## src/source/rack_pkg.sv

```systemverilog
package rack_pkg;

    // widths and counts
    localparam int WORD_W       = 32;   // rate, offset, gain, current and count words
    localparam int N_CHANNELS   = 2;    // 0 = Ia, 1 = II
    localparam int PARAM_ADDR_W = 4;

    // parameter register addresses, one per trigger bit
    localparam logic [PARAM_ADDR_W-1:0] ADDR_GAIN_IA   = 4'd1;
    localparam logic [PARAM_ADDR_W-1:0] ADDR_OFFSET_IA = 4'd3;
    localparam logic [PARAM_ADDR_W-1:0] ADDR_OFFSET_II = 4'd6;
    localparam logic [PARAM_ADDR_W-1:0] ADDR_DIVIDER   = 4'd7;
    localparam logic [PARAM_ADDR_W-1:0] ADDR_GAIN_II   = 4'd10;

    // reset defaults
    localparam logic signed [WORD_W-1:0] OFFSET_DEFAULT  = 32'sd663224;  // 10.12 in q16.16
    localparam logic signed [WORD_W-1:0] GAIN_DEFAULT    = 32'sd65536;   // 1.0
    localparam logic [WORD_W-1:0]        DIVIDER_DEFAULT = 32'd381;      // half real-time speed

    // fixed point
    localparam int FRAC_BITS     = 16;  // q16.16 words
    localparam int FIXED_SHIFT   = 6;   // integer -> neuron current
    localparam int V_SCALE_SHIFT = 10;  // potentials x1024, coefficients q10

    // tick ratio, neuron ticks per 1 ms simulation tick
    localparam logic [WORD_W-1:0] TICKS_PER_SIM = 32'd128;

    // izhikevich regular spiking, all in x1024 units
    localparam logic signed [WORD_W-1:0] THRESHOLD_SCALED = 32'sd30720;    // 30 mV
    localparam logic signed [WORD_W-1:0] V_RESET_SCALED   = -32'sd66560;   // c = -65 mV
    localparam logic signed [WORD_W-1:0] U_RESET_SCALED   = -32'sd13312;   // b * c
    localparam logic signed [WORD_W-1:0] U_JUMP_SCALED    = 32'sd8192;     // d = 8
    localparam logic signed [WORD_W-1:0] V_FLOOR_SCALED   = -32'sd102400;  // -100 mV wall
    localparam logic signed [WORD_W-1:0] IZH_K2_Q10       = 32'sd41;       // 0.04
    localparam logic signed [WORD_W-1:0] IZH_K1           = 32'sd5;
    localparam logic signed [WORD_W-1:0] IZH_K0_SCALED    = 32'sd143360;   // 140
    localparam logic signed [WORD_W-1:0] IZH_A_Q10        = 32'sd20;       // a ~ 0.02
    localparam logic signed [WORD_W-1:0] IZH_B_Q10        = 32'sd205;      // b ~ 0.2

    // one parameter word, decoded as q16.16 or as a plain count
    typedef union packed {
        logic signed [WORD_W-1:0] as_fixed;  // offsets and gains
        logic [WORD_W-1:0]        as_count;  // clock divider
    } param_word_u;

endpackage

```

## src/source/spike_tally.sv

```systemverilog
`timescale 1ns/1ps

module spike_tally (
    input  logic                              ep50trig,
    input  logic                              reset_global,
    input  logic [rack_pkg::N_CHANNELS-1:0]   spike_in,     // one bit per neuron
    input  logic                              sim_tick,
    output logic [rack_pkg::WORD_W-1:0]       spike_count [rack_pkg::N_CHANNELS],
    output logic                              count_valid   // one cycle after sim_tick
);

    logic [rack_pkg::WORD_W-1:0] run_count [rack_pkg::N_CHANNELS];  // spikes since last tick
    logic [rack_pkg::WORD_W-1:0] run_next [rack_pkg::N_CHANNELS];

    // a spike arriving with sim_tick still belongs to the closing window
    always_comb begin
        for (int n = 0; n < rack_pkg::N_CHANNELS; n++) begin
            run_next[n] = run_count[n] + {{(rack_pkg::WORD_W-1){1'b0}}, spike_in[n]};
        end
    end

    always_ff @(posedge ep50trig) begin
        if (reset_global) begin
            count_valid <= 1'b0;
            for (int n = 0; n < rack_pkg::N_CHANNELS; n++) begin
                run_count[n]   <= '0;
                spike_count[n] <= '0;
            end
        end else begin
            count_valid <= sim_tick;
            for (int n = 0; n < rack_pkg::N_CHANNELS; n++) begin
                if (sim_tick) begin
                    spike_count[n] <= run_next[n];  // held until the next sim tick
                    run_count[n]   <= '0;
                end else begin
                    run_count[n] <= run_next[n];
                end
            end
        end
    end

endmodule

```

## config.mk

```make
export PLATFORM = sky130hd
export DESIGN_NAME = spike_tally
export DESIGN_NICKNAME = d
export VERILOG_FILES = /design/src/source/rack_pkg.sv /design/src/source/spike_tally.sv
export SDC_FILE = /design/constraint.sdc
export NUM_CORES = 1
export LEC_CHECK = 0
export BUFFER_PORTS_ARGS = -buffer_cell sky130_fd_sc_hd__buf_2
export CAP_MARGIN = 20
export CORE_MARGIN = 2
export CORE_UTILIZATION = 40
export DETAILED_ROUTE_END_ITERATION = 10
export GPL_ROUTABILITY_DRIVEN = 0
export HOLD_SLACK_MARGIN = 0.02
export SYNTH_ARGS = -nofsm -noshare
export SYNTH_HDL_FRONTEND = slang
export SYNTH_SLANG_ARGS = --single-unit
```

## constraint.sdc

```tcl
create_clock -name ep50trig -period 2 [get_ports ep50trig]
set_input_delay 0.4 -clock ep50trig [delete_from_list [all_inputs] [get_ports ep50trig]]
set_output_delay 0.4 -clock ep50trig [all_outputs]
set_load 0.01 [all_outputs]
```

Yosys cells after proc, flatten, opt, wreduce, memory -nomap -nowiden --
Memories as Yosys holds them, arrays and structs flattened. Cells that the tools add are included.
Storage, ports and cells: bits in registers 65, bits in latches 0, memory bits (writable) 64, ROM bits 0, bits of input ports 5, output and inout bits 65, memories kept 1
Memories:
- run_count | words 2, width 32, rd ports 2, clocked after memory_dff 0, wr ports 2, RTL line spike_tally.sv:12 | logic [rack_pkg::WORD_W-1:0] run_count [rack_pkg::N_CHANNELS];
Operators by class: $add $sub $neg 2, multipliers 0, divide/modulo/power cells 0, $lt $le $gt $ge 0, eq/ne operators 0, shifts and indexed selects 0, muxes and demuxes 12, bitwise gates (word level) 4, reductions and logical operators 0
Operators with widths (count):
- $mux W32 | 4
- $add A32 B1 Y32 | 2
- $mux W1 | 8
- $or A1 B1 Y1 | 4

Longest topological paths before layout --
depth after elaboration 5, mapped depth 7, gate-level depth less buffers 7

Worst setup path after synthesis --
Ideal clock, no wire load.
path type input to register, from input port spike_in[0] (netlist bit), to memory run_count[0][28] (netlist bit), data pin, library setup time 0.266 ns, arrival 1.615 ns, setup slack 0.119 ns, stages 7, cells stage by stage ha_1 > ha_1 > nand4_1 > nor3_1 > nand4_1 > xor2_1 > nor2_1
RTL lines:
- start, declared | RTL line spike_tally.sv:6 | input logic [rack_pkg::N_CHANNELS-1:0] spike_in,
- end, declared | RTL line spike_tally.sv:12

==> summary.txt <==
Finish
  – Ant diodes: 0
  – Final #Nets: slightly above 700
  – Post-route design area: ~7400 um2
  – Area Overhead vs Synth: 30.8%
  – Multi-input logic area: 2580 um2
  – Final Util: between 50 and 60%
  – Layout fillers: 1223
  – Storage cell area: 3220 um2
  – Share of cells above drive strength 1: 22.9%

Setup path
  – WP data required: 2.16 ns
  – CP Capture Type: flop
  – Worst r2r src: run_count[0][0]
  – Setup crit start kind: flop
  – CP Max Fanout: 6
  – Crit path DAT: roughly 2.1 ns
  – CP Class: flop to flop
  – CP Launch Point: run_count[0][0]

Yosys
  – Cell accounting for the most synthesized area: edfxtp_1
  – Cells after Synth: 540
  – Unique masters post-synth: 31
  – Ys flop type: dfxtp_1
  – Area fraction of the dominant cell type after synthesis: 34.1%
  – Post-Syn Area: 5630 um2
  – Ys async rst share: 0%
  – Register area share after synthesis: between 50% and 60%
  – Post-Syn Area per Cell: ~10 um2
  – Ys Warns: 0
  – Main area contributors after synthesis: edfxtp_1 34%, dfxtp_1 23%, nor2_1 8.5%
  – EDFF count, synth: 64
  – Seq cells post-synth: roughly 130

Detailed routing
  – Initial drt markers: roughly 200
  – Met3 WL: roughly 480 um
  – Drt first pass iters: 4
  – Top sig layer: met4
  – Final WL: about 12000 um
  – WL met2: 5990 um
  – Wl on met1: around 5600 um
  – DR DRC count: 0
  – Via Count: between 4k and 5k
  – Routed Antenna Nets: 0
  – Drt wl/cell: 13.7 um
  – DR vias/cell: 4.78

Timing
  – Slew headroom: 64.7%
  – Worst Setup Slack, final: approximately 0.072 ns
  – Final hold viol count: 0
  – Final worst-path cycle share: between 90% and 100%
  – RSZ-0062 raised after global routing: yes
  – Slew @ Worst Pin: 0.529 ns
  – Minimum clock period: ~1.9 ns
  – Fin. max-slew vios: 0
  – Setup TNS: 0 ns
  – Highest Clock Rate: between 500 and 600 MHz
  – Endpoints failing setup: 0
  – Final Skew: approximately 0.012 ns

Hold path
  – Worst min-delay path startpoint: reset_global
  – Hold Crit Class: input port to flop

GRT
  – Vias in the first global route: 4198
  – Total global-route track usage: 17.3%
  – Largest net degree at the start of global routing: 52
  – Initial antenna violation count: 0
  – Grt ovf: 0
  – First-pass GRT wire length: roughly 20000 um

Clocking
  – # hold bufs at CTS: 0
  – Root Driver: clkbuf_16
  – CTS tree: yes
  – Worst-path clk slew: ~0.060 ns
  – CTS Sinks: 129
  – Clk buf depth: 2
  – CTS buffer count: 17
  – Worst-skew pair later-pin latency: ~0.43 ns
  – H-tree lvl count: 4

Placed design
  – Placed inst area: ~6600 um2
  – Post-DP HPWL: 8630 um
  – Dpl ws: -0.128 ns
  – Port bufs: between 60 and 70

Run status
  – Outcome: finished clean

Floorplan
  – Core ar.: approximately 14000 um2
  – Die width: roughly 120 um
  – Core Rows: 43
  – Initial Util: 40.7%
  – DIE AREA: 15000 um2
  – Die Ht: approximately 120 um
  – Io pins: 70

Power
  – Power density cells: 958 nW/um2
  – Worst vdd ir: approximately 0.60 mV
  – Leakage: around 0.003 uW

Run
  – Maxcap violations: 0
==> worst max-delay path: stages (launching register included) <==
cell	delay (ns)
edfxtp_1	0.35
ha_2	0.20
ha_2	0.18
nand4_1	0.20
nor2_2	0.17
buf_4	0.16
and3_1	0.21
xnor2_2	0.13
nor2_1	0.06
==> final cells by class <==
type,instances,area share [%]
repair buffers,108,8.70
clock buffers,18,5.97
clock inverters,14,3.21
well taps,180,3.06
flip-flops and latches,129,43.8
inverters,5,0.255
multi-input cells,441,35.0
==> worst paths after layout <==
| path | endpoint | slack [ns] | depth (start not counted) |
|---|---|---|---|
| setup / recovery | run_count[0][10] | 0.07 | 8 |
| hold / removal | spike_count[28] | 0.26 | 2 |
| setup reg to reg | run_count[0][10] | 0.07 | 8 |
| hold reg to reg | spike_count[27] | 0.45 | 2 |
==> layout by cell type (no fill, tap or decap), types with 2 or more instances in the layout <==
cell and n:
mux2i_1 4, clkinvlp_4 5, and2_1 4, nor4_1 2, edfxtp_1 64, ha_2 2, nor4_4 3, buf_4 40
a211oi_1 46, o21ai_0 6, bufinv_16 6, dfxtp_1 65, xor2_1 43, buf_2 68, conb_1 64, nor3_1 8
inv_1 5, nor2_1 127, and3_1 7, xnor2_1 15, nor3_2 3, nand3_1 25, nand2_1 34, clkbuf_16 17
nand4_1 22, clkinv_2 2, and4_1 5, ha_4 2, o21ai_1 3, a211oi_2 5
==> repair_timing <==
| action | CTS | global route |
|---|---|---|
| gates resized for setup | 0 | 13 |
| endpoints found under the setup margin | 0 | 27 |
| setup buffers | 0 | 5 |
==> cells by family after synthesis <==
family                   share of synthesized area (%)
flip-flops                                        57.3
AO/OA/AOI/OAI                                     8.05
multiplexers                                     0.711
AND/OR/NAND/NOR                                   21.2
other                                           0.0666
XOR/XNOR                                          9.34
buffers and inverters                             2.27
adder cells (fa/ha/maj)                           1.11
==> Yosys cell counts, types with 4 or more instances <==
cell        n
ha_1        5
nand4_1    22
edfxtp_1   64
nand2_1    35
xnor2_1    16
xor2_1     44
and2_1      4
nor3_1      9
and3_1      7
and4_1      5
a211oi_1   46
dfxtp_1    65
o21ai_0     6
a211oi_2    5
mux2i_1     4
clkbuf_1   24
nor2_1    128
inv_1       5
nand3_1    26
==> state kept, by name, indices dropped and copies added (netlist names) <==
| signal | count |
|---|---|
| count_valid | 1 |
| run_count | 64 |
| spike_count | 64 |
==> report_power, final <==
part / switching, uW / internal (uW)
Combinational: 299 / 196
Sequential: 108 / 2940
Clock: 1150 / 2360
Total: 1560 / 5490
==> stage by stage <==
stage | cells | hold WS [ns] | power (uW)
after floorplan | 603 | 0.474 | 3380
after global placement | 858 | 0.434 | 3570
final | 895 | 0.257 | 7050
after CTS | 890 | 0.248 | 7100
after global routing | 895 | 0.266 | 7290
after detailed placement | 858 | 0.445 | 3580
==> per-layer routing <==
layer	vias to the layer above	GRT usage, %
met2	76	28.3
met1	2011	21.6
met5	-	0
met4	0	7.47
met3	12	4.32
li1	2179	-
Note: power is estimated with default switching activity, not from simulation.
