## config.mk

```make
export PLATFORM = sky130hd
export DESIGN_NAME = tick_gen
export DESIGN_NICKNAME = d
export VERILOG_FILES = /design/src/source/rack_pkg.sv /design/src/source/tick_gen.sv
export SDC_FILE = /design/constraint.sdc
export NUM_CORES = 1
export LEC_CHECK = 0
export ABC_AREA = 0
export BUFFER_PORTS_ARGS = -buffer_cell sky130_fd_sc_hd__buf_2
export CORE_MARGIN = 5
export CORE_UTILIZATION = 50
export CTS_CLUSTER_DIAMETER = 200
export CTS_CLUSTER_SIZE = 28
export DETAILED_ROUTE_END_ITERATION = 6
export GPL_ROUTABILITY_DRIVEN = 0
export PLACE_DENSITY = 0.68
export SETUP_SLACK_MARGIN = 0.2
export SYNTH_ARGS = -nofsm -noshare
export SYNTH_HDL_FRONTEND = slang
export SYNTH_SLANG_ARGS = --single-unit
```

## constraint.sdc

```tcl
create_clock -name ep50trig -period 3.55 [get_ports ep50trig]
set_input_delay 0.71 -clock ep50trig [delete_from_list [all_inputs] [get_ports ep50trig]]
set_output_delay 0.71 -clock ep50trig [all_outputs]
set_load 0.05 [all_outputs]
```

## src/source/rack_pkg.sv

```systemverilog
package rack_pkg;

    // widths and counts
    localparam int WORD_W       = 32;   // rate, offset, gain, current and count words
    localparam int N_CHANNELS   = 2;    // 0 = Ia, 1 = II
    localparam int PARAM_ADDR_W = 4;

    // parameter register addresses, one per trigger bit
    localparam logic [PARAM_ADDR_W-1:0] ADDR_GAIN_IA   = 4'd1;
    localparam logic [PARAM_ADDR_W-1:0] ADDR_OFFSET_IA = 4'd3;
    localparam logic [PARAM_ADDR_W-1:0] ADDR_OFFSET_II = 4'd6;
    localparam logic [PARAM_ADDR_W-1:0] ADDR_DIVIDER   = 4'd7;
    localparam logic [PARAM_ADDR_W-1:0] ADDR_GAIN_II   = 4'd10;

    // reset defaults
    localparam logic signed [WORD_W-1:0] OFFSET_DEFAULT  = 32'sd663224;  // 10.12 in q16.16
    localparam logic signed [WORD_W-1:0] GAIN_DEFAULT    = 32'sd65536;   // 1.0
    localparam logic [WORD_W-1:0]        DIVIDER_DEFAULT = 32'd381;      // half real-time speed

    // fixed point
    localparam int FRAC_BITS     = 16;  // q16.16 words
    localparam int FIXED_SHIFT   = 6;   // integer -> neuron current
    localparam int V_SCALE_SHIFT = 10;  // potentials x1024, coefficients q10

    // tick ratio, neuron ticks per 1 ms simulation tick
    localparam logic [WORD_W-1:0] TICKS_PER_SIM = 32'd128;

    // izhikevich regular spiking, all in x1024 units
    localparam logic signed [WORD_W-1:0] THRESHOLD_SCALED = 32'sd30720;    // 30 mV
    localparam logic signed [WORD_W-1:0] V_RESET_SCALED   = -32'sd66560;   // c = -65 mV
    localparam logic signed [WORD_W-1:0] U_RESET_SCALED   = -32'sd13312;   // b * c
    localparam logic signed [WORD_W-1:0] U_JUMP_SCALED    = 32'sd8192;     // d = 8
    localparam logic signed [WORD_W-1:0] V_FLOOR_SCALED   = -32'sd102400;  // -100 mV wall
    localparam logic signed [WORD_W-1:0] IZH_K2_Q10       = 32'sd41;       // 0.04
    localparam logic signed [WORD_W-1:0] IZH_K1           = 32'sd5;
    localparam logic signed [WORD_W-1:0] IZH_K0_SCALED    = 32'sd143360;   // 140
    localparam logic signed [WORD_W-1:0] IZH_A_Q10        = 32'sd20;       // a ~ 0.02
    localparam logic signed [WORD_W-1:0] IZH_B_Q10        = 32'sd205;      // b ~ 0.2

    // one parameter word, decoded as q16.16 or as a plain count
    typedef union packed {
        logic signed [WORD_W-1:0] as_fixed;  // offsets and gains
        logic [WORD_W-1:0]        as_count;  // clock divider
    } param_word_u;

endpackage

```

## src/source/tick_gen.sv

```systemverilog
`timescale 1ns/1ps

module tick_gen (
    input  logic                  ep50trig,
    input  logic                  reset_global,
    input  rack_pkg::param_word_u divider,       // half count, read as unsigned
    output logic                  neuron_tick,   // one cycle every divider+1 clocks
    output logic                  sim_tick       // every 128th neuron tick
);

    logic [rack_pkg::WORD_W-1:0] clk_cnt;   // clocks within one neuron tick
    logic [rack_pkg::WORD_W-1:0] div_hold;  // divider in use for the current period
    logic [rack_pkg::WORD_W-1:0] tick_cnt;  // neuron ticks within one sim tick
    logic                        wrap;
    logic                        sim_wrap;

    assign wrap     = (clk_cnt == div_hold);
    assign sim_wrap = (tick_cnt == rack_pkg::TICKS_PER_SIM - 32'd1);

    always_ff @(posedge ep50trig) begin
        if (reset_global) begin
            clk_cnt     <= '0;
            div_hold    <= rack_pkg::DIVIDER_DEFAULT;  // same value param_bank resets to
            tick_cnt    <= '0;
            neuron_tick <= 1'b0;
            sim_tick    <= 1'b0;
        end else begin
            neuron_tick <= wrap;
            sim_tick    <= wrap && sim_wrap;  // lands on the same edge as neuron_tick
            if (wrap) begin
                clk_cnt  <= '0;
                div_hold <= divider.as_count;  // new divider only at a period boundary
                if (sim_wrap) begin
                    tick_cnt <= '0;
                end else begin
                    tick_cnt <= tick_cnt + 32'd1;
                end
            end else begin
                clk_cnt <= clk_cnt + 32'd1;
            end
        end
    end

endmodule
```

# Word level (Yosys, flattened, before mapping)
# Index checks and enable logic that the tools add are counted.
op_classes:
  addsub: 2
  muxes: 1
  eq_ne: 2
  n_reduce_logical: 2
ops:
  columns: ["cell", "n"]
  rows:
  - ["32-bit by 1-bit adder with 32-bit output (second input constant)", 2]
  - ["32-bit == test", 1]
  - ["32-bit by 7-bit == test with 1-bit output (second input constant)", 1]
  - ["32-bit 2-to-1 mux", 1]
  - ["2-bit OR reduction", 1]
  - ["1-bit logical AND", 1]
totals:
  inputBits: 34
  output_inout_bits: 2
  elab_cells: 12
  regBits: 98

# Depth between registers and ports, before layout
# Gate-level depths: netlist (run 1).
logic_depth:
  word_depth: 2
  mapped_depth: 9
  ltp_nobuf: 7

# Worst setup path after synthesis (run 1)
# OpenSTA, ideal clock, no wires.
synth_timing:
  path_kind: "reg-to-reg"
  start: "reg tick_cnt[4] (netlist name)"
  end: "reg tick_cnt[28] (netlist name)"
  slack_ns: 1.538
  setup_time_ns: 0.121
  synth_period_minus_slack_ns: 2.012
  path_buffers: 0
  t_required_ns: 3.429
  t_arrival_ns: 1.891
  path_stages_with_launch: 7
  cell_sequence: "dfxtp_1 nand4_1 nor3_2 nand3_1 or3_4 nor4_1 mux2_2"
synth_between:
  elab_chain_cells: 2
  elab_cells_between_ends: 3
  classes_between: "add/sub: 1; eq/ne: 1; mux: 1"
synth_lines:
  columns: ["element", "line_no", "rtl"]
  rows:
  - ["start, declared", "tick_gen.sv:13", "logic [rack_pkg::WORD_W-1:0] tick_cnt;"]
  - ["start signal, assigned", "tick_gen.sv:36", "tick_cnt <= tick_cnt + 32'd1;"]
  - ["32-bit by 1-bit adder with 32-bit output / 32-bit by 7-bit == test with 1-bit output (equally long branches)", "tick_gen.sv:36, tick_gen.sv:18", null]
  - ["32-bit 2-to-1 mux (*)", "tick_gen.sv:33", "if (sim_wrap) begin"]
# Every way passes the cells marked *; elsewhere a longest branch is shown, timed or not.
# A chain may end at the register's enable or synchronous reset.

# Final worst setup path (run 1)
layout_timing:
  start: "reg clk_cnt[20] (netlist name)"
  end: "reg tick_cnt[15] (netlist name)"
layout_between:
  elab_chain_cells: 1
layout_lines:
  columns: ["element", "line_no", "rtl"]
  rows:
  - ["start, declared", "tick_gen.sv:11", "logic [rack_pkg::WORD_W-1:0] clk_cnt;"]
  - ["start signal, assigned", "tick_gen.sv:39", "clk_cnt <= clk_cnt + 32'd1;"]
  - ["32-bit == test", "tick_gen.sv:17", "assign wrap = (clk_cnt == div_hold);"]
# Every way passes these cells.

==> results of run 1 <==
cell type report:
type | instances | area (um2)
clock buffers | 10 | 127.6
clock inverters | 6 | 72.57
fillers | 845 | 4016
inverters | 9 | 33.78
multi-input cells | 390 | 2522
flip-flops and latches | 98 | 1962
well taps | 111 | 138.9
repair buffers | 43 | 235.2
report_power, final:
group          switching [W]  total (W)  leakage, nW  internal, W
registers         0.00000894    0.00111        0.790      0.00111
logic              0.0000413  0.0000720         1.08    0.0000308
clock network       0.000397   0.000733       0.0979     0.000335
total               0.000448    0.00192         1.96      0.00147
tightest hold or removal path: stages, from the launching register on:
cell and delay [ns]:
dfxtp_1 0.33, nand2_1 0.06, a21oi_1 0.05
per-layer routing:
layer | wire length (um) | part of all wire (%) | track usage (%) | vias up
met5 | 0 | 0 | 0 | -
met2 | 4359 | 43 | 27.60 | 81
met1 | 5275 | 52 | 28.39 | 1830
met3 | 516 | 5.1 | 3.886 | 6
met4 | 65 | 0.64 | 5.088 | 0
li1 | - | - | - | 1916
cells in the mapped netlist, types with 2 or more instances:
master and instances:
nand2b_1 2, a21oi_1 12, or4_1 7, o31ai_1 14
o211ai_1 4, or3_1 12, nand2_1 37, mux2i_1 33
nor3_1 11, inv_1 9, and3_1 14, o311ai_0 2
xnor2_1 40, clkbuf_1 10, xor2_1 16, o41ai_1 2
nand4_1 32, dfxtp_1 98, nor2_1 72, mux2_2 7
o21ai_0 12, nand3_1 27, ha_1 2, nor4_1 7
buf_2 13, nor2b_1 9
registers in the layout, indices dropped and copies added, names as in the netlist:
register     count
div_hold        32
sim_tick         1
tick_cnt        32
clk_cnt         32
neuron_tick      1
cell families after synthesis:
family | after synthesis
flip-flops | 98
adder cells (fa/ha/maj) | 2
buffers and inverters | 33
XOR/XNOR | 57
AND/OR/NAND/NOR | 238
AO/OA/AOI/OAI | 53
multiplexers | 40
worst min path at each step:
stage | slack [ns] | start | endpoint | cells after the start
after floorplan | 0.44 | clk_cnt[0]$_SDFF_PP0_ | clk_cnt[0]$_SDFF_PP0_ | 1
after global placement | 0.46 | tick_cnt[1]$_SDFFE_PP0N_ | tick_cnt[1]$_SDFFE_PP0N_ | 2
after global routing | 0.51 | tick_cnt[1]$_SDFFE_PP0N_ | tick_cnt[1]$_SDFFE_PP0N_ | 2
after CTS | 0.48 | tick_cnt[1]$_SDFFE_PP0N_ | tick_cnt[1]$_SDFFE_PP0N_ | 2
final | 0.49 | tick_cnt[1]$_SDFFE_PP0N_ | tick_cnt[1]$_SDFFE_PP0N_ | 2
after detailed placement | 0.47 | tick_cnt[1]$_SDFFE_PP0N_ | tick_cnt[1]$_SDFFE_PP0N_ | 2
through the flow:
stage / util [%] / cells / setup WS (ns) / power (W)
after floorplan: - / 521 / 1.538 / 0.001178
after global placement: 53.71 / 651 / 1.141 / 0.001212
after detailed placement: 53.71 / 651 / 1.088 / 0.001213
after CTS: 55.91 / 667 / 1.046 / 0.001938
after global routing: 55.91 / 667 / 0.8519 / 0.001992
final: 55.91 / 667 / 1.051 / 0.001919
==> impl_metrics.csv, run 1 <==
group,metric,value,unit
sta,drv_slew,0,
logic_synthesis,synth-simple-area-share,26.28,%
grt,grt_pass1_vias,3613,
setup_path,crit_buf_inv,2,
sta,hold-worst-slack,0.4892,ns
logic_synthesis,seq_area_frac_synth,42.48,%
floorplanning,dieArea,11260,um2
route,vias_per_cell,5.747,
sta,tightest_slew,0.6805,ns
grt,grt_max_degree,43,
sta,layout_worst_path_cycle_share,70.40,%
power,powerDensity,376.9,nW/um2
setup_path,r2r_cells,8,
logic_synthesis,syn_nets,557,
cts,clkTransAtPathRegs,0.11,ns
cells_and_area,n_antenna_cell,0,
route,wl_per_cell,15.32,um
setup_path,critPathMaxStageDelay,0.53,ns
cells_and_area,final_common_cell,"dfxtp_1",
setup_path,worstSetupStartpointType,"flop",
logic_synthesis,synth_top_family_by_area,"simple AND/OR/NAND/NOR gates",
setup_path,r2r-start,"clk_cnt[20]$_SDFF_PP0_",
cells_and_area,drive_above_1_share,13.31,%
grt,grt_pass1_wl,17530,um
floorplanning,die_h,106.1,um
setup_path,cp_common_cell,"buf_4",
logic_synthesis,synth_top_cells_by_area,"dfxtp_1 42%, xnor2_1 7.6%, mux2i_1 7.2%, nor2_1 5.9%, nand4_1 4.3%",
cells_and_area,final_cell_area,5092,um2
power,p_leak,1.964,nW
power,vdd_drop_max,0.1977,mV
cts,cts_resized,0,
setup_path,crit_path_end,"tick_cnt[15]$_SDFFE_PP0N_",
grt,antenna_found_initial,0,
sta,max_slew_margin,54.29,%
place,hpwlAfterDp,7375,um
sta,setup-tns-final,0,ns
grt,grt_usage,18.98,%
route,first_iter_violations,216,
outcome,status,"complete, no violations",
floorplanning,rows,35,
route,dr.pass1.iters,4,
place,dpl_cell_area,4892,um2
sta,rsz0062_at_grt,"no",
cts,insertion_delay,0.36,ns
sta,setup_violations,0,
cts,h-tree-depth,3,
logic_synthesis,synth_top_area_cell,"dfxtp_1",
cts,numClockSinks,98,
route,wirelength,10220,um
cells_and_area,final_cell_mix,"98 x dfxtp_1, 72 x nor2_1, 40 x xnor2_1",
route,num_vias,3833,
setup_path,end_kind,"flop",
job,max-cap-violations,0,
route,drc_errors,0,
setup_path,critical_path.cell_chain,"xnor2_1, nand4_1, nor4_4, buf_4, nand2_2, buf_4, or4_1, a21oi_1",
cells_and_area,final_nets,587,
setup_path,worstPathArrival,2.77,ns
sta,period_minus_slack,2.499,ns
logic_synthesis,syn_inst,521,
logic_synthesis,synthXorXnorAreaFrac,10.97,%
cts,cts_buffers,9,
hold_path,min_path_type,"reg2reg",
cts,hold_buffers,0,
setup_path,r2r_end,"tick_cnt[15]$_SDFFE_PP0N_",
sta,skew,0.02299,ns
floorplanning,coreArea,9109,um2
setup_path,critPathKind,"reg2reg",
logic_synthesis,ys_types,43,
setup_path,worst_path_max_delay_cell,"or4_1",
logic_synthesis,synth_adder_area_share,0.5419,%
logic_synthesis,avgSynthCellArea,8.864,um2
logic_synthesis,synth_top_area_share,42.48,%
floorplanning,io_pins,36,
logic_synthesis,synthFlopType,"dfxtp_1",
logic_synthesis,async_flop_share,0,%
floorplanning,die-width,106.1,um
setup_path,r2r_slack,1.05,ns
setup_path,cp_max_fo,26,
setup_path,cp.required,3.82,ns
cts,cts-root-buf,"clkbuf_8",
grt,grt_overflow_total,0,
setup_path,cp.depth,8,
cts,cts_tree,"yes",
sta,hold_viol,0,
setup_path,startpoint,"clk_cnt[20]$_SDFF_PP0_",
logic_synthesis,synth_compound_area_share,7.667,%
cts,clock_path_buffers,2,
floorplanning,start_util,50.70,%
logic_synthesis,synthMuxAreaShare,8.859,%
route,drtAntennaViolNets,0,
cts,cts_setup_buffers,0,
cells_and_area,area.growth.synth_to_final,10.27,%
logic_synthesis,synth-edff-count,0,
place,io_buffer_count,35,
logic_synthesis,ys_ff_latch,98,
sta,max_freq,0.4001,GHz
logic_synthesis,ys_warn_count,0,
setup_path,cp_top_family,"simple AND/OR/NAND/NOR gates",
logic_synthesis,synth_area,4618,um2
(Power assumes the default switching activity.)
==> inputs of run 2 (changes only) <==
--- a/config.mk
+++ b/config.mk
@@ -13,7 +13,7 @@
 export CTS_CLUSTER_SIZE = 28
 export DETAILED_ROUTE_END_ITERATION = 6
 export GPL_ROUTABILITY_DRIVEN = 0
-export PLACE_DENSITY = 0.68
+export PLACE_DENSITY = 0.71
 export SETUP_SLACK_MARGIN = 0.2
 export SYNTH_ARGS = -nofsm -noshare
 export SYNTH_HDL_FRONTEND = slang
==> constraint.sdc (replaced) <==
create_clock -name ep50trig -period 2.27 [get_ports ep50trig]
set_input_delay 0.454 -clock ep50trig [delete_from_list [all_inputs] [get_ports ep50trig]]
set_output_delay 0.454 -clock ep50trig [all_outputs]
set_load 0.05 [all_outputs]
==> run 2 against run 1 <==
Net effect: register-to-register slack got worse by 0.90 ns; clock power increased by 62%; design area increased by 13%; hold slack got worse by 0.21 ns; non-clock buffer count increased by 45; via count increased by 6.1%; flip-flop and latch count unchanged; cell count increased by 6.7%; wire length increased by 14%; clock-buffer cell count unchanged; clock skew decreased by 0.0049 ns; largest power group unchanged; highest routed layer unchanged.
==> impl_metrics.csv, run 2 (same netlist as run 1, synthesis figures left out) <==
group,metric,value,unit
sta,max_slew_margin,67.30,%
setup_path,cp_common_cell,"buf_4",
cells_and_area,drive_above_1_share,29.62,%
cells_and_area,multi_input_area,2711,um2
cts,cts_buffers,9,
cells_and_area,final_common_cell,"nor2_1",
grt,grt_max_degree,43,
route,dr.pass1.iters,5,
setup_path,critical_path.cell_chain,"xnor2_1, nand4_1, nor4_4, nand2_4, buf_8, buf_4, buf_4, o211ai_1, o31ai_1",
route,vias_per_cell,5.712,
power,switchingPower,0.0007309,W
cells_and_area,reg_top3,"clk_cnt x32, div_hold x32, tick_cnt x32",
cells_and_area,final_cell_mix,"70 x nor2_1, 68 x dfxtp_1, 42 x buf_4",
sta,hold-worst-slack,0.2775,ns
setup_path,critPathKind,"reg2reg",
setup_path,startpoint,"div_hold[21]$_SDFFE_PP0N_",
power,seqPwrFrac,56.8,%
setup_path,cp.required,2.53,ns
sta,tightest_slew,0.4895,ns
cells_and_area,seq_area,2007,um2
hold_path,min-delay-start,"divider[5]",
floorplanning,coreArea,9109,um2
sta,drv_slew,0,
cells_and_area,final_nets,632,
job,max-cap-violations,0,
setup_path,worstPathArrival,2.37,ns
floorplanning,dieArea,11260,um2
grt,grt_overflow_total,0,
power,clockPowerShare,38.8,%
route,wirelength,11690,um
outcome,status,"complete, no violations",
sta,skew,0.01811,ns
cts,insertion_delay,0.38,ns
floorplanning,rows,35,
cts,numClockSinks,98,
setup_path,worstSetupStartpointType,"flop",
setup_path,r2r-start,"div_hold[21]$_SDFFE_PP0N_",
grt,antenna_found_initial,0,
cts,cts-root-buf,"clkbuf_8",
cts,clkTransAtPathRegs,0.11,ns
power,total_power,0.003069,W
route,first_iter_violations,253,
sta,max_freq,0.4719,GHz
grt,grt_usage,20.54,%
setup_path,critPathMaxStageDelay,0.41,ns
cts,cts_tree,"yes",
route,wl_per_cell,16.42,um
cts,h-tree-depth,3,
cts,hold_buffers,0,
cells_and_area,n_antenna_cell,0,
route,drc_errors,0,
grt,grt_pass1_vias,3884,
cts,clock_path_buffers,2,
cells_and_area,fillers,772,
sta,rsz0062_at_grt,"yes",
floorplanning,die_h,106.1,um
sta,setup_violations,0,
setup_path,end_kind,"flop",
power,p_int,0.002338,W
floorplanning,die-width,106.1,um
power,vdd_drop_max,0.3232,mV
route,num_vias,4067,
power,p_sw_share,23.82,%
setup_path,cp_max_fo,8,
floorplanning,start_util,50.70,%
route,drtAntennaViolNets,0,
grt,grt_pass1_wl,18860,um
hold_path,min_path_type,"in2reg",
sta,period_minus_slack,2.119,ns
cells_and_area,area.growth.synth_to_final,24.09,%
power,powerDensity,535.5,nW/um2
sta,hold_viol,0,
place,io_buffer_count,35,
floorplanning,io_pins,36,
sta,layout_worst_path_cycle_share,93.36,%
place,hpwlAfterDp,7697,um
setup_path,worst_path_max_delay_cell,"nor4_4",
power,combPwrFrac,4.4,%
power,p_leak,2.284,nW
run 2: cell types whose count changed in the layout (fill, tap and decap cells not counted), sizes merged:
cell,delta
clkinv,-1
clkinvlp,+1
buf,+45
run 2: area by class of cell:
cell class,count,share of cell area [%]
multi-input cells,390,47.31
repair buffers,88,11.00
clock inverters,6,1.245
clock buffers,10,2.402
flip-flops and latches,98,35.02
well taps,111,2.424
inverters,9,0.5895
run 2: worst max-delay path: cells and delay by family, from the launching register on:
kind	cells	cell delay, ns
AND/OR/NAND/NOR	3	0.77
buffers and inverters	3	0.46
flip-flops	1	0.34
AO/OA/AOI/OAI	2	0.25
XOR/XNOR	1	0.17
run 2: metrics by stage:
stage | cells | worst slack (ns) | TNS (ns) | cell area (um2) | util (%)
floorplan | 521 | 0.2583 | 0 | 4618 | -
global placement | 678 | 0.05290 | 0 | 5099 | 55.98
detailed placement | 678 | 0.01350 | 0 | 5099 | 55.98
CTS | 702 | 0.1720 | 0 | 5460 | 59.95
global route | 712 | -0.002851 | -0.002851 | 5731 | 62.91
finish | 712 | 0.1507 | 0 | 5731 | 62.91
run 2: layer usage:
layer  share of wire (%)  GRT usage, %
met5                   0             0
met4                 1.8         6.383
met3                 4.8         3.704
met2                  46         32.94
met1                  48         28.09
run 2: worst paths after layout:
path                                                  end  slack (ns)  cells past startpoint
worst max-delay path            tick_cnt[17]$_SDFFE_PP0N_        0.15                      9
worst min-delay path             div_hold[5]$_SDFFE_PP1N_        0.28                      3
worst max register to register  tick_cnt[17]$_SDFFE_PP0N_        0.15                      9
worst min register to register   tick_cnt[0]$_SDFFE_PP0N_        0.49                      1
run 2: power by group through the flow:
stage          Combinational [W]  Clock (W)  Sequential (W)
3_5_place_dp            0.000118          0         0.00178
6_report                0.000134    0.00119         0.00174
3_3_place_gp            0.000116          0         0.00178
4_1_cts                 0.000122    0.00120         0.00174
2_1_floorplan          0.0000626          0         0.00178
5_1_grt                 0.000144    0.00129         0.00174
run 2: timing repair:
item                                    CTS  global route
resized for setup                        33            48
endpoints found under the setup margin   21            90
setup buffers                             8            10
pin swaps                                12            11
==> inputs of run 3 (changes only) <==
--- a/config.mk
+++ b/config.mk
@@ -14,6 +14,7 @@
 export DETAILED_ROUTE_END_ITERATION = 6
 export GPL_ROUTABILITY_DRIVEN = 0
 export PLACE_DENSITY = 0.71
+export REMOVE_ABC_BUFFERS = 1
 export SETUP_SLACK_MARGIN = 0.2
 export SYNTH_ARGS = -nofsm -noshare
 export SYNTH_HDL_FRONTEND = slang
==> run 3 against run 2 <==
Net effect: clock power about the same; largest cell class unchanged; critical path depth is 3 lower; highest routed layer unchanged; combinational power fell by 3%; clock-buffer cell count shrank 1; largest power group unchanged; critical path type unchanged; first-iteration DRC count increased by 6.3%; utilization down 0.082 points.
==> impl_metrics.csv, run 3 (same netlist as run 1, synthesis figures left out) <==
group,metric,value,unit
grt,grt_usage,19.94,%
cts,clkTransAtPathRegs,0.11,ns
hold_path,min_path_type,"in2reg",
grt,grt_overflow_total,0,
cells_and_area,n_antenna_cell,0,
hold_path,min_to,"div_hold[2]$_SDFFE_PP1N_",
sta,hold-worst-slack,0.2975,ns
cts,cts_buffers,9,
sta,hold_viol,0,
setup_path,cp_max_fo,6,
floorplanning,coreArea,9109,um2
cells_and_area,final_core_util,62.83,%
cells_and_area,fillers,757,
power,vdd_drop_max,0.3514,mV
setup_path,r2r_cells,6,
sta,layout_worst_path_cycle_share,94.94,%
power,p_sw_share,24.58,%
cells_and_area,final_common_cell,"dfxtp_1",
route,drtAntennaViolNets,0,
cts,clock_path_buffers,2,
route,dr.pass1.iters,5,
floorplanning,rows,35,
route,vias_per_cell,5.835,
cts,cts_tree,"yes",
power,combPwrFrac,4.2,%
route,first_iter_violations,269,
power,p_int,0.002323,W
floorplanning,io_pins,36,
cells_and_area,drive_above_1_share,26.51,%
grt,grt_pass1_vias,3758,
floorplanning,die_h,106.1,um
floorplanning,dieArea,11260,um2
place,io_buffer_count,35,
sta,max_slew_margin,56.46,%
cells_and_area,area.growth.synth_to_final,23.92,%
sta,rsz0062_at_grt,"yes",
cts,cts-root-buf,"clkbuf_8",
cells_and_area,reg_top3,"clk_cnt x32, div_hold x32, tick_cnt x32",
floorplanning,start_util,50.70,%
cells_and_area,final_cell_mix,"82 x dfxtp_1, 69 x nor2_1, 37 x xnor2_1, 37 x nand2_1, 35 x buf_2",
grt,grt_pass1_wl,18290,um
setup_path,critPathKind,"reg2reg",
sta,max_freq,0.4640,GHz
sta,period_minus_slack,2.155,ns
power,clockPowerShare,39.3,%
power,p_leak,2.300,nW
grt,grt_max_degree,32,
setup_path,r2r-start,"tick_cnt[11]$_SDFFE_PP0N_",
power,switchingPower,0.0007571,W
cts,numClockSinks,98,
route,wl_per_cell,16.33,um
cells_and_area,final_cell_area,5723,um2
hold_path,hold_depth,3,
sta,setup_violations,0,
route,drc_errors,0,
setup_path,cp.required,2.52,ns
cells_and_area,final_nets,627,
setup_path,worstPathArrival,2.40,ns
route,num_vias,4125,
route,wirelength,11540,um
floorplanning,die-width,106.1,um
setup_path,r2r_end,"tick_cnt[31]$_SDFFE_PP0N_",
grt,antenna_found_initial,0,
power,powerDensity,538.3,nW/um2
cts,insertion_delay,0.36,ns
outcome,status,"complete, no violations",
hold_path,min-delay-start,"divider[2]",
sta,drv_slew,0,
job,max-cap-violations,0,
power,seqPwrFrac,56.5,%
cts,h-tree-depth,3,
place,hpwlAfterDp,7841,um
setup_path,r2r_slack,0.11,ns
place,dpl_cell_area,5039,um2
sta,skew,0.01567,ns
sta,tightest_slew,0.6481,ns
setup_path,worstSetupStartpointType,"flop",
setup_path,end_kind,"flop",
run 3: changes by cell type in the layout (fill, tap and decap cells not counted), moves of 3 or more:
| cell | delta |
|---|---|
| buf_4 | -10 |
| buf_6 | +3 |
| dfxtp_1 | +14 |
| dfxtp_2 | -14 |
| nor4_4 | +3 |
| xnor2_1 | +8 |
| xnor2_2 | -8 |
run 3: layer usage:
metal	vias up	track usage, %	wire length (um)	share of wire (%)
met4	0	7.586	269	2.3
met3	22	3.704	662	5.7
met1	1968	27.36	5192	45
met5	-	0	0	0
li1	1991	-	-	-
met2	144	31.13	5420	47
run 3: final cells by class:
class | count | area, um2 | share of cell area (%)
clock buffer | 9 | 123.9 | 2.164
sequential | 98 | 1989 | 34.76
inverter | 9 | 33.78 | 0.5903
tap | 111 | 138.9 | 2.427
multi-input combinational | 393 | 2765 | 48.32
timing repair buffer | 80 | 579.3 | 10.12
clock inverter | 7 | 92.59 | 1.618
run 3: how the worst max path moves through the flow:
stage | to | slack, ns | startpoint
2_1_floorplan | tick_cnt[31]$_SDFFE_PP0N_ | -0.85 | clk_cnt[24]$_SDFF_PP0_
3_3_place_gp | tick_cnt[28]$_SDFFE_PP0N_ | 0.05 | clk_cnt[7]$_SDFF_PP0_
3_5_place_dp | tick_cnt[28]$_SDFFE_PP0N_ | -0.03 | clk_cnt[30]$_SDFF_PP0_
4_1_cts | tick_cnt[10]$_SDFFE_PP0N_ | 0.19 | clk_cnt[6]$_SDFF_PP0_
5_1_grt | tick_cnt[10]$_SDFFE_PP0N_ | 0.04 | clk_cnt[25]$_SDFF_PP0_
6_report | tick_cnt[31]$_SDFFE_PP0N_ | 0.11 | tick_cnt[11]$_SDFFE_PP0N_
run 3: repair_timing:
item / CTS / global route
resized for setup: 37 / 40
hold buffers: 0 / 0
pin swaps: 10 / 28
setup buffers: 9 / 9
endpoints found under the setup margin: 84 / 91
gates cloned: 2 / 1
run 3: per-stage QoR:
stage | total power, W | worst slack (ns) | std cells | setup TNS [ns]
after detailed placement | 0.001904 | -0.03494 | 670 | -0.03743
after floorplan | 0.001829 | -0.8474 | 497 | -29.13
after CTS | 0.003104 | 0.1857 | 697 | 0
after global placement | 0.001900 | 0.04993 | 670 | 0
after global routing | 0.003208 | 0.03990 | 707 | 0
final | 0.003081 | 0.1148 | 707 | 0
run 3: worst max-delay path: stages (launching register included):
cell and delay, ns:
dfxtp_1 0.43, nand4_1 0.20, nor3_2 0.24, nand3_2 0.14
or3_4 0.44, nor4_4 0.28, mux2_4 0.32
run 3: power groups by stage:
stage	Combinational (W)	Sequential, W	Clock [W]
after CTS	0.000124	0.00174	0.00124
final	0.000130	0.00174	0.00121
after global routing	0.000143	0.00174	0.00132
after global placement	0.000119	0.00178	0
after detailed placement	0.000120	0.00178	0
after floorplan	0.0000496	0.00178	0
